--- config.mk ---
export PLATFORM = sky130hd
export DESIGN_NAME = muldiv_top
export DESIGN_NICKNAME = d
export VERILOG_FILES = /design/src/muldiv_pkg.sv /design/src/muldiv_top.sv /design/src/muldiv_ctrl.sv /design/src/muldiv_divider.sv /design/src/muldiv_multiplier.sv
export SDC_FILE = /design/constraint.sdc
export NUM_CORES = 2
export LEC_CHECK = 0
export BUFFER_PORTS_ARGS = -buffer_cell sky130_fd_sc_hd__buf_4
export CORE_MARGIN = 5
export CORE_UTILIZATION = 40
export DETAILED_ROUTE_END_ITERATION = 7
export GPL_ROUTABILITY_DRIVEN = 0
export SETUP_SLACK_MARGIN = 0.3
export SYNTH_ARGS = -nofsm -noshare
export SYNTH_HDL_FRONTEND = slang
export SYNTH_SLANG_ARGS = --single-unit
--- constraint.sdc ---
create_clock -name aclk -period 10.7 [get_ports aclk]
set_input_delay 1.605 -clock aclk [delete_from_list [all_inputs] [get_ports aclk]]
set_output_delay 1.605 -clock aclk [all_outputs]
set_load 0.005 [all_outputs]
--- src/muldiv_pkg.sv ---
// shared constants for the rv32m multiply/divide unit
// data width is fixed at 32, the rv64 word forms are not supported
// operation codes equal the instruction funct3 field

`default_nettype none

package muldiv_pkg;

    //////////////////////////////////////////////////////////////////////
    // widths
    //////////////////////////////////////////////////////////////////////

    // operand and result width
    localparam int XLEN  = 32;
    // divider step counter, log2 of xlen
    localparam int CNT_W = $clog2(XLEN);
    // operation code width
    localparam int OP_W  = 3;

    //////////////////////////////////////////////////////////////////////
    // operation codes (funct3)
    //////////////////////////////////////////////////////////////////////

    // multiplications, bit 2 clear
    localparam logic [OP_W-1:0] OP_MUL    = 3'd0;
    localparam logic [OP_W-1:0] OP_MULH   = 3'd1;
    localparam logic [OP_W-1:0] OP_MULHSU = 3'd2;
    localparam logic [OP_W-1:0] OP_MULHU  = 3'd3;
    // divisions, bit 2 set
    localparam logic [OP_W-1:0] OP_DIV    = 3'd4;
    localparam logic [OP_W-1:0] OP_DIVU   = 3'd5;
    localparam logic [OP_W-1:0] OP_REM    = 3'd6;
    localparam logic [OP_W-1:0] OP_REMU   = 3'd7;

endpackage

`default_nettype wire
--- src/muldiv_top.sv ---
// rv32m multiply/divide unit, one operation at a time
// latency from acceptance to o_valid is 4 for mul, xlen+3 for div,
// 3 for a division by zero

`default_nettype none

module muldiv_top (
    input  wire                               aclk,
    input  wire                               aresetn,
    input  wire                               i_srst,
    // request
    input  wire                               i_valid,
    output logic                              o_ready,
    input  wire  [muldiv_pkg::OP_W-1:0]       i_op,
    input  wire  [muldiv_pkg::XLEN-1:0]       i_rs1,
    input  wire  [muldiv_pkg::XLEN-1:0]       i_rs2,
    // result
    output logic                              o_valid,
    input  wire                               i_ready,
    output logic [muldiv_pkg::XLEN-1:0]       o_result,
    output logic                              o_zero_div
);

    // control to divider and back
    logic                              div_start;
    logic                              div_signed;
    logic [muldiv_pkg::XLEN-1:0]       div_dividend;
    logic [muldiv_pkg::XLEN-1:0]       div_divisor;
    logic                              div_done;
    logic [muldiv_pkg::XLEN-1:0]       div_quot;
    logic [muldiv_pkg::XLEN-1:0]       div_rem;
    logic                              div_zero;
    // control to multiplier and back
    logic                              mul_start;
    logic                              mul_a_signed;
    logic                              mul_b_signed;
    logic [muldiv_pkg::XLEN-1:0]       mul_a;
    logic [muldiv_pkg::XLEN-1:0]       mul_b;
    logic                              mul_done;
    logic [2*muldiv_pkg::XLEN-1:0]     mul_product;

    muldiv_ctrl u_ctrl (
        .aclk           (aclk),
        .aresetn        (aresetn),
        .i_srst         (i_srst),
        .i_valid        (i_valid),
        .o_ready        (o_ready),
        .i_op           (i_op),
        .i_rs1          (i_rs1),
        .i_rs2          (i_rs2),
        .o_valid        (o_valid),
        .i_ready        (i_ready),
        .o_result       (o_result),
        .o_zero_div     (o_zero_div),
        .o_div_start    (div_start),
        .o_div_signed   (div_signed),
        .o_div_dividend (div_dividend),
        .o_div_divisor  (div_divisor),
        .i_div_done     (div_done),
        .i_div_quot     (div_quot),
        .i_div_rem      (div_rem),
        .i_div_zero     (div_zero),
        .o_mul_start    (mul_start),
        .o_mul_a_signed (mul_a_signed),
        .o_mul_b_signed (mul_b_signed),
        .o_mul_a        (mul_a),
        .o_mul_b        (mul_b),
        .i_mul_done     (mul_done),
        .i_mul_product  (mul_product)
    );

    muldiv_divider u_div (
        .aclk       (aclk),
        .aresetn    (aresetn),
        .i_srst     (i_srst),
        .i_start    (div_start),
        .i_signed   (div_signed),
        .i_dividend (div_dividend),
        .i_divisor  (div_divisor),
        .o_done     (div_done),
        .o_quot     (div_quot),
        .o_rem      (div_rem),
        .o_zero_div (div_zero)
    );

    muldiv_multiplier u_mul (
        .aclk       (aclk),
        .aresetn    (aresetn),
        .i_srst     (i_srst),
        .i_start    (mul_start),
        .i_a_signed (mul_a_signed),
        .i_b_signed (mul_b_signed),
        .i_a        (mul_a),
        .i_b        (mul_b),
        .o_done     (mul_done),
        .o_product  (mul_product)
    );

endmodule

`default_nettype wire

--- src/muldiv_ctrl.sv ---
// handshake and sequencing for the multiply/divide unit
// one operation in flight, no new acceptance while a result is held
// start pulses follow acceptance by one cycle, o_valid follows done by one

`default_nettype none

module muldiv_ctrl (
    input  wire                               aclk,
    input  wire                               aresetn,
    input  wire                               i_srst,
    // request side
    input  wire                               i_valid,
    output logic                              o_ready,
    input  wire  [muldiv_pkg::OP_W-1:0]       i_op,
    input  wire  [muldiv_pkg::XLEN-1:0]       i_rs1,
    input  wire  [muldiv_pkg::XLEN-1:0]       i_rs2,
    // result side
    output logic                              o_valid,
    input  wire                               i_ready,
    output logic [muldiv_pkg::XLEN-1:0]       o_result,
    output logic                              o_zero_div,
    // divider
    output logic                              o_div_start,
    output logic                              o_div_signed,
    output logic [muldiv_pkg::XLEN-1:0]       o_div_dividend,
    output logic [muldiv_pkg::XLEN-1:0]       o_div_divisor,
    input  wire                               i_div_done,
    input  wire  [muldiv_pkg::XLEN-1:0]       i_div_quot,
    input  wire  [muldiv_pkg::XLEN-1:0]       i_div_rem,
    input  wire                               i_div_zero,
    // multiplier
    output logic                              o_mul_start,
    output logic                              o_mul_a_signed,
    output logic                              o_mul_b_signed,
    output logic [muldiv_pkg::XLEN-1:0]       o_mul_a,
    output logic [muldiv_pkg::XLEN-1:0]       o_mul_b,
    input  wire                               i_mul_done,
    input  wire  [2*muldiv_pkg::XLEN-1:0]     i_mul_product
);

    typedef enum logic [1:0] {
        ST_IDLE,
        ST_BUSY,
        ST_HOLD
    } state_t;

    state_t                        state;
    logic                          start_q;
    logic [muldiv_pkg::OP_W-1:0]   op_q;
    logic [muldiv_pkg::XLEN-1:0]   rs1_q;
    logic [muldiv_pkg::XLEN-1:0]   rs2_q;
    logic                          accept;
    logic                          sel_div;
    logic                          sel_rem;
    logic                          sel_hi;
    logic                          unit_done;
    logic [muldiv_pkg::XLEN-1:0]   res_sel;

    // o_ready is only high in idle
    assign accept = i_valid & o_ready;

    //////////////////////////////////////////////////////////////////////
    // decode of the latched operation
    //////////////////////////////////////////////////////////////////////

    always_comb begin
        sel_div        = 1'b0;
        sel_rem        = 1'b0;
        sel_hi         = 1'b0;
        o_mul_a_signed = 1'b0;
        o_mul_b_signed = 1'b0;
        o_div_signed   = 1'b0;
        case (op_q)
            muldiv_pkg::OP_MULH: begin
                sel_hi         = 1'b1;
                o_mul_a_signed = 1'b1;
                o_mul_b_signed = 1'b1;
            end
            muldiv_pkg::OP_MULHSU: begin
                sel_hi         = 1'b1;
                o_mul_a_signed = 1'b1;
            end
            muldiv_pkg::OP_MULHU: sel_hi = 1'b1;
            muldiv_pkg::OP_DIV: begin
                sel_div      = 1'b1;
                o_div_signed = 1'b1;
            end
            muldiv_pkg::OP_DIVU: sel_div = 1'b1;
            muldiv_pkg::OP_REM: begin
                sel_div      = 1'b1;
                sel_rem      = 1'b1;
                o_div_signed = 1'b1;
            end
            muldiv_pkg::OP_REMU: begin
                sel_div = 1'b1;
                sel_rem = 1'b1;
            end
            // OP_MUL: low half, signedness does not matter
            default: sel_hi = 1'b0;
        endcase
    end

    // one start pulse, steered to the selected unit
    assign o_div_start    = start_q & sel_div;
    assign o_mul_start    = start_q & ~sel_div;
    assign o_div_dividend = rs1_q;
    assign o_div_divisor  = rs2_q;
    assign o_mul_a        = rs1_q;
    assign o_mul_b        = rs2_q;

    assign unit_done = sel_div ? i_div_done : i_mul_done;

    // result mux
    always_comb begin
        if (sel_div) begin
            res_sel = sel_rem ? i_div_rem : i_div_quot;
        end else if (sel_hi) begin
            res_sel = i_mul_product[2*muldiv_pkg::XLEN-1:muldiv_pkg::XLEN];
        end else begin
            res_sel = i_mul_product[muldiv_pkg::XLEN-1:0];
        end
    end

    //////////////////////////////////////////////////////////////////////
    // fsm
    //////////////////////////////////////////////////////////////////////

    always_ff @(posedge aclk or negedge aresetn) begin
        if (!aresetn) begin
            state      <= ST_IDLE;
            start_q    <= 1'b0;
            op_q       <= muldiv_pkg::OP_MUL;
            o_ready    <= 1'b0;
            o_valid    <= 1'b0;
            o_zero_div <= 1'b0;
        end else if (i_srst) begin
            state      <= ST_IDLE;
            start_q    <= 1'b0;
            op_q       <= muldiv_pkg::OP_MUL;
            o_ready    <= 1'b0;
            o_valid    <= 1'b0;
            o_zero_div <= 1'b0;
        end else begin
            start_q <= 1'b0;
            case (state)
                ST_IDLE: begin
                    o_ready <= 1'b1;
                    if (accept) begin
                        o_ready <= 1'b0;
                        start_q <= 1'b1;
                        op_q    <= i_op;
                        state   <= ST_BUSY;
                    end
                end
                ST_BUSY: begin
                    // wait for the started unit
                    if (unit_done) begin
                        o_valid    <= 1'b1;
                        o_zero_div <= sel_div & i_div_zero;
                        state      <= ST_HOLD;
                    end
                end
                ST_HOLD: begin
                    // hold until the receiver takes it
                    if (i_ready) begin
                        o_valid    <= 1'b0;
                        o_zero_div <= 1'b0;
                        o_ready    <= 1'b1;
                        state      <= ST_IDLE;
                    end
                end
                default: state <= ST_IDLE;
            endcase
        end
    end

    // operands and result
    always_ff @(posedge aclk) begin
        if (accept) begin
            rs1_q <= i_rs1;
            rs2_q <= i_rs2;
        end
        if (state == ST_BUSY && unit_done) begin
            o_result <= res_sel;
        end
    end

endmodule

`default_nettype wire

--- src/muldiv_divider.sv ---
// iterative restoring divider, one quotient bit per cycle
// normal case done comes xlen+1 cycles after start, zero divisor after one
// i_start must only pulse while idle, outputs hold until the next start

`default_nettype none

module muldiv_divider (
    input  wire                               aclk,
    input  wire                               aresetn,
    input  wire                               i_srst,
    input  wire                               i_start,
    input  wire                               i_signed,
    input  wire  [muldiv_pkg::XLEN-1:0]       i_dividend,
    input  wire  [muldiv_pkg::XLEN-1:0]       i_divisor,
    output logic                              o_done,
    output logic [muldiv_pkg::XLEN-1:0]       o_quot,
    output logic [muldiv_pkg::XLEN-1:0]       o_rem,
    output logic                              o_zero_div
);

    logic                          busy;
    logic [muldiv_pkg::CNT_W-1:0]  cnt;
    logic                          last;
    logic                          div_zero;
    // partial remainder
    logic [muldiv_pkg::XLEN-1:0]   acc;
    // dividend bits shift out, quotient bits shift in
    logic [muldiv_pkg::XLEN-1:0]   q;
    logic [muldiv_pkg::XLEN-1:0]   divs_mag;
    logic                          quot_neg;
    logic                          rem_neg;
    logic [muldiv_pkg::XLEN:0]     shifted;
    logic [muldiv_pkg::XLEN:0]     diff;
    logic [muldiv_pkg::XLEN-1:0]   acc_nxt;
    logic [muldiv_pkg::XLEN-1:0]   q_nxt;

    // two's complement negate when en is set
    function automatic logic [muldiv_pkg::XLEN-1:0] cond_neg(
        input logic [muldiv_pkg::XLEN-1:0] v,
        input logic                        en
    );
        cond_neg = en ? (~v + 1'b1) : v;
    endfunction

    assign div_zero = (i_divisor == '0);
    assign last     = &cnt;

    //////////////////////////////////////////////////////////////////////
    // one restoring step
    //////////////////////////////////////////////////////////////////////

    always_comb begin
        shifted = {acc, q[muldiv_pkg::XLEN-1]};
        diff    = shifted - {1'b0, divs_mag};
        // borrow set means the divisor did not fit
        if (diff[muldiv_pkg::XLEN]) begin
            acc_nxt = shifted[muldiv_pkg::XLEN-1:0];
        end else begin
            acc_nxt = diff[muldiv_pkg::XLEN-1:0];
        end
        q_nxt = {q[muldiv_pkg::XLEN-2:0], ~diff[muldiv_pkg::XLEN]};
    end

    //////////////////////////////////////////////////////////////////////
    // sequencing
    //////////////////////////////////////////////////////////////////////

    always_ff @(posedge aclk or negedge aresetn) begin
        if (!aresetn) begin
            busy       <= 1'b0;
            cnt        <= '0;
            o_done     <= 1'b0;
            o_zero_div <= 1'b0;
        end else if (i_srst) begin
            busy       <= 1'b0;
            cnt        <= '0;
            o_done     <= 1'b0;
            o_zero_div <= 1'b0;
        end else begin
            o_done <= 1'b0;
            if (i_start) begin
                // zero divisor finishes at once
                o_zero_div <= div_zero;
                o_done     <= div_zero;
                busy       <= ~div_zero;
                cnt        <= '0;
            end else if (busy) begin
                cnt <= cnt + 1'b1;
                if (last) begin
                    busy   <= 1'b0;
                    o_done <= 1'b1;
                end
            end
        end
    end

    // datapath, load magnitudes then iterate
    always_ff @(posedge aclk) begin
        if (i_start) begin
            quot_neg <= i_signed & (i_dividend[muldiv_pkg::XLEN-1] ^ i_divisor[muldiv_pkg::XLEN-1]);
            rem_neg  <= i_signed & i_dividend[muldiv_pkg::XLEN-1];
            acc      <= '0;
            q        <= cond_neg(i_dividend, i_signed & i_dividend[muldiv_pkg::XLEN-1]);
            divs_mag <= cond_neg(i_divisor, i_signed & i_divisor[muldiv_pkg::XLEN-1]);
            if (div_zero) begin
                o_quot <= '1;
                o_rem  <= i_dividend;
            end
        end else if (busy) begin
            acc <= acc_nxt;
            q   <= q_nxt;
            // restore signs, also covers min / -1
            if (last) begin
                o_quot <= cond_neg(q_nxt, quot_neg);
                o_rem  <= cond_neg(acc_nxt, rem_neg);
            end
        end
    end

endmodule

`default_nettype wire

--- src/muldiv_multiplier.sv ---
// two-stage multiplier, done comes exactly 2 cycles after start
// each operand is extended to xlen+1 bits by its own signed flag

`default_nettype none

module muldiv_multiplier (
    input  wire                               aclk,
    input  wire                               aresetn,
    input  wire                               i_srst,
    input  wire                               i_start,
    input  wire                               i_a_signed,
    input  wire                               i_b_signed,
    input  wire  [muldiv_pkg::XLEN-1:0]       i_a,
    input  wire  [muldiv_pkg::XLEN-1:0]       i_b,
    output logic                              o_done,
    output logic [2*muldiv_pkg::XLEN-1:0]     o_product
);

    logic                              s1_vld;
    logic signed [muldiv_pkg::XLEN:0]  a_q;
    logic signed [muldiv_pkg::XLEN:0]  b_q;
    // full signed product, top two bits never needed
    logic signed [2*muldiv_pkg::XLEN+1:0] prod_full;

    assign prod_full = a_q * b_q;

    // valid pipe
    always_ff @(posedge aclk or negedge aresetn) begin
        if (!aresetn) begin
            s1_vld <= 1'b0;
            o_done <= 1'b0;
        end else if (i_srst) begin
            s1_vld <= 1'b0;
            o_done <= 1'b0;
        end else begin
            s1_vld <= i_start;
            o_done <= s1_vld;
        end
    end

    // stage one, extended operands
    // stage two, product
    always_ff @(posedge aclk) begin
        if (i_start) begin
            a_q <= {i_a_signed & i_a[muldiv_pkg::XLEN-1], i_a};
            b_q <= {i_b_signed & i_b[muldiv_pkg::XLEN-1], i_b};
        end
        if (s1_vld) begin
            o_product <= prod_full[2*muldiv_pkg::XLEN-1:0];
        end
    end

endmodule

`default_nettype wire

==> results.md <==
- Max Cap Viol: 0
- Postcts setup bufs: 0
- CTS buffer count: about 40
- Die footprint: 153,000 µm²
- Die height: 391 µm
- CP most frequent cell: fa_1
- Max clock buf depth: 3
- Cell taking the most area after synthesis: fa_1
- Final setup fails: 0
- GR Overflow Total: 0
- Largest net degree at the start of global routing: 93
- Synth top area share: between 30% and 40%
- Final Cycle Share: a little under nine tenths
- Fill count: about 14,000
- Largest family of logic cells by synthesized area: adder cells
- Slew @ Worst Pin: 1.30 ns
- Worst Path Buf+Inv: 6
- Slew margin rel.: 13.4%
- Register area: roughly 12,000 µm²
- Syn Area/Cell: around 10 µm²
- First-pass GRT wire length: between 200 and 300 mm
- Routed WL: roughly 160 mm
- Hold crit path type: register to register
- IO Pins: approximately 110
- Non-filler cells, final: 7,709
- CP Capture Type: register
- Area of the multi-input gates: a little over 40,000 µm²
- FF+latch count, synth: approximately 410
- H-tree levels: 2
- Final HPWL DP: approximately 130 mm
- Initial antenna violation count: 6
- Synthesis-to-layout area growth: 7.24%
- Setup TNS: 0 ns
- Routed length per placed instance: around 21 µm
- CTS Root Cell: clkbuf_16
- Critical Path Max Stage Delay: ~1.2 ns
- Most common cell in the netlist: fa_1
- Synthesized Nets: 7,259
- Clk sink count: about 410
- Post-Synth XOR/XNOR Area: under 10%
- Vias in the first global route: between 40,000 and 50,000
- Hold Buf Count CTS: 0
- Top post-synthesis cells by area: fa_1 39%, edfxtp_1 18%, inv_1 7.2%
- I/O Buffers: roughly 110
- Largest registers: u_mul.o_product: 64 flops, u_mul.a_q: 33 flops, u_mul.b_q: 33 flops
- Worst hold slack: 0.505 ns
- Initial Util: roughly 40%
- Biggest register: u_mul.o_product
- CP startpoint: u_mul.b_q[10]$_DFFE_PP_
- Max FFs per register: 64
- Synthesized area: 58,000 µm²
- Layout cells sized above 1: around 5.4%
- Number of nets with antenna violations after routing: 0
- Slew Limit Fails: 0
- Final Hold Viols: 0
- Via count: around 40,000
- Violation count after the first detailed-route iteration: roughly 3,100
- Async S/R FF share, synth: about 4.7%
- Critical-path top delay cell: edfxtp_1
- Crit path max-delay family: adder cells
- Clk slew on worst S/H paths: around 0.060 ns
- Max FO, Critical Path: 28
- Synth Area in Compound Gates: approximately 7%
- Critical Path AT: between 9 and 10 ns
- Hold Path Origin: u_div.acc[26]$_SDFFE_PP0P_
- Overall Global Routing Usage: 21.3%
- Register area share after synthesis: roughly a fifth
- Min Tclk post-route: just over 9 ns
- Layout Nets: 7,219
- Worst Path Required: approximately 11 ns
- CTS tree: yes
- Post-Synth Adder-Cell Area: between 40 and 50%
- Clk_lat worst skew: 0.58 ns
- Placed cells: about 7,600
- RSZ-0062 raised after global routing: no
- Peak Freq: about 110 MHz
- Synth cell types: between 90 and 100
- Post-synthesis mux area share: roughly 1.0%
- EDFF count, synth: between 300 and 400
- Die width: 391 µm
- Post-DR vias/cell: 5.23
- Post-CTS sizing: 0
- Final Skew: ~0.032 ns
- CP Launch Type: register
- FF-to-FF Start: u_mul.b_q[10]$_DFFE_PP_
- # DRC: 0
- Post-Syn Instances: roughly 5,800
- # rows: around 140
- Outcome: complete, no violations
- Commonest cells in the netlist: 1,126 x fa_1, 1,119 x inv_1, 679 x nand2_1
- Synth Area in Simple Gates: roughly 15%
- Ys flop type: edfxtp_1
- Core area: 144,000 µm²
- Yosys warns: 0
- Worst Setup Path Type: register to register
- Pre-antenna DRT Iters: 5
final timing paths:
| check | to | slack (ns) | cells past startpoint |
|---|---|---|---|
| worst max-delay path | u_mul.o_product[63]$_DFFE_PP_ | 1.54 | 27 |
| worst min-delay path | u_div.acc[26]$_SDFFE_PP0P_ | 0.50 | 2 |
| worst max register to register | u_mul.o_product[63]$_DFFE_PP_ | 1.54 | 27 |
| worst min register to register | u_div.acc[26]$_SDFFE_PP0P_ | 0.50 | 2 |
| max in group asynchronous | u_div.busy$_DFF_PN0_ | 9.56 | 1 |
| min in group asynchronous | u_ctrl.o_zero_div$_DFFE_PN0P_ | 0.90 | 1 |
final cells by class:
| cell class | instances | share of cell area [%] |
|---|---|---|
| Timing Repair Buffer | 201 | 2.43 |
| Sequential cell | 407 | 19.0 |
| Antenna cell | 2 | 0.00805 |
| Inverter | 1123 | 6.78 |
| Tap cell | 1903 | 3.83 |
| Clock inverter | 25 | 0.386 |
| Multi-Input combinational cell | 3997 | 65.8 |
| Clock buffer | 51 | 1.78 |
routing by layer:
layer  wire length (µm)  vias up  part of all wire [%]  GRT usage, %
li1                   -    17900                     -             -
met1              69100    21000                    43          29.9
met2              76900     1206                    48          35.8
met3               8760      214                   5.5          2.06
met4               4390        0                   2.8          5.09
met5                  0        -                     0             0
worst reg2reg max path: stages, from the launching register on:
cell	delay, ns
edfxtp_1	1.15
buf_4	0.35
nand2_1	0.08
fa_1	0.51
fa_1	0.52
fa_1	0.55
inv_1	0.05
fa_1	0.50
inv_1	0.06
fa_1	0.54
inv_1	0.07
fa_1	0.46
fa_1	0.49
inv_1	0.05
fa_1	0.52
inv_1	0.07
ha_1	0.33
nand4_1	0.14
nor2_1	0.08
a221oi_1	0.47
nand2_1	0.10
a21oi_1	0.20
o21ai_1	0.22
and3_1	0.31
o311a_1	0.39
o21ai_0	0.35
a21oi_1	0.14
xnor2_1	0.18
stage by stage:
stage                     setup WS [ns]  area (µm²)  util [%]
after floorplan                    3.03       58000         -
after global placement             1.71       60800      42.3
after detailed placement           1.61       60800      42.3
after CTS                          1.55       62200      43.2
after global routing               1.18       62200      43.2
final                              1.54       62200      43.2
cell families (layout without fill, tap and decap cells):
family	after synthesis	after routing
simple gates	1712	1712
buf+inv	1407	1400
fa+ha+maj	1376	1376
compound gates	638	638
flops	407	407
xor+xnor	213	213
mux	58	58
other cells	0	2
placed cells by master, fill, tap and decap left out, types with 17 or more instances in the layout:
master,n
nor2_1,164
xor2_1,71
nand3_1,21
inv_1,1118
and3_1,20
and2_1,556
nor2b_1,75
xnor2_1,142
a21o_1,44
or3_1,25
nand2_1,677
edfxtp_1,356
nand4_1,17
o21a_1,25
dfxtp_1,32
mux2i_1,57
fa_1,1126
ha_1,250
buf_4,201
nor3_1,49
nand2b_1,33
o21ai_0,126
o31ai_1,23
clkbuf_16,43
a21oi_1,203
a211oi_1,70
Power is not shown: default switching activity piles up to over one toggle a cycle in this logic, so the estimate is an artifact.
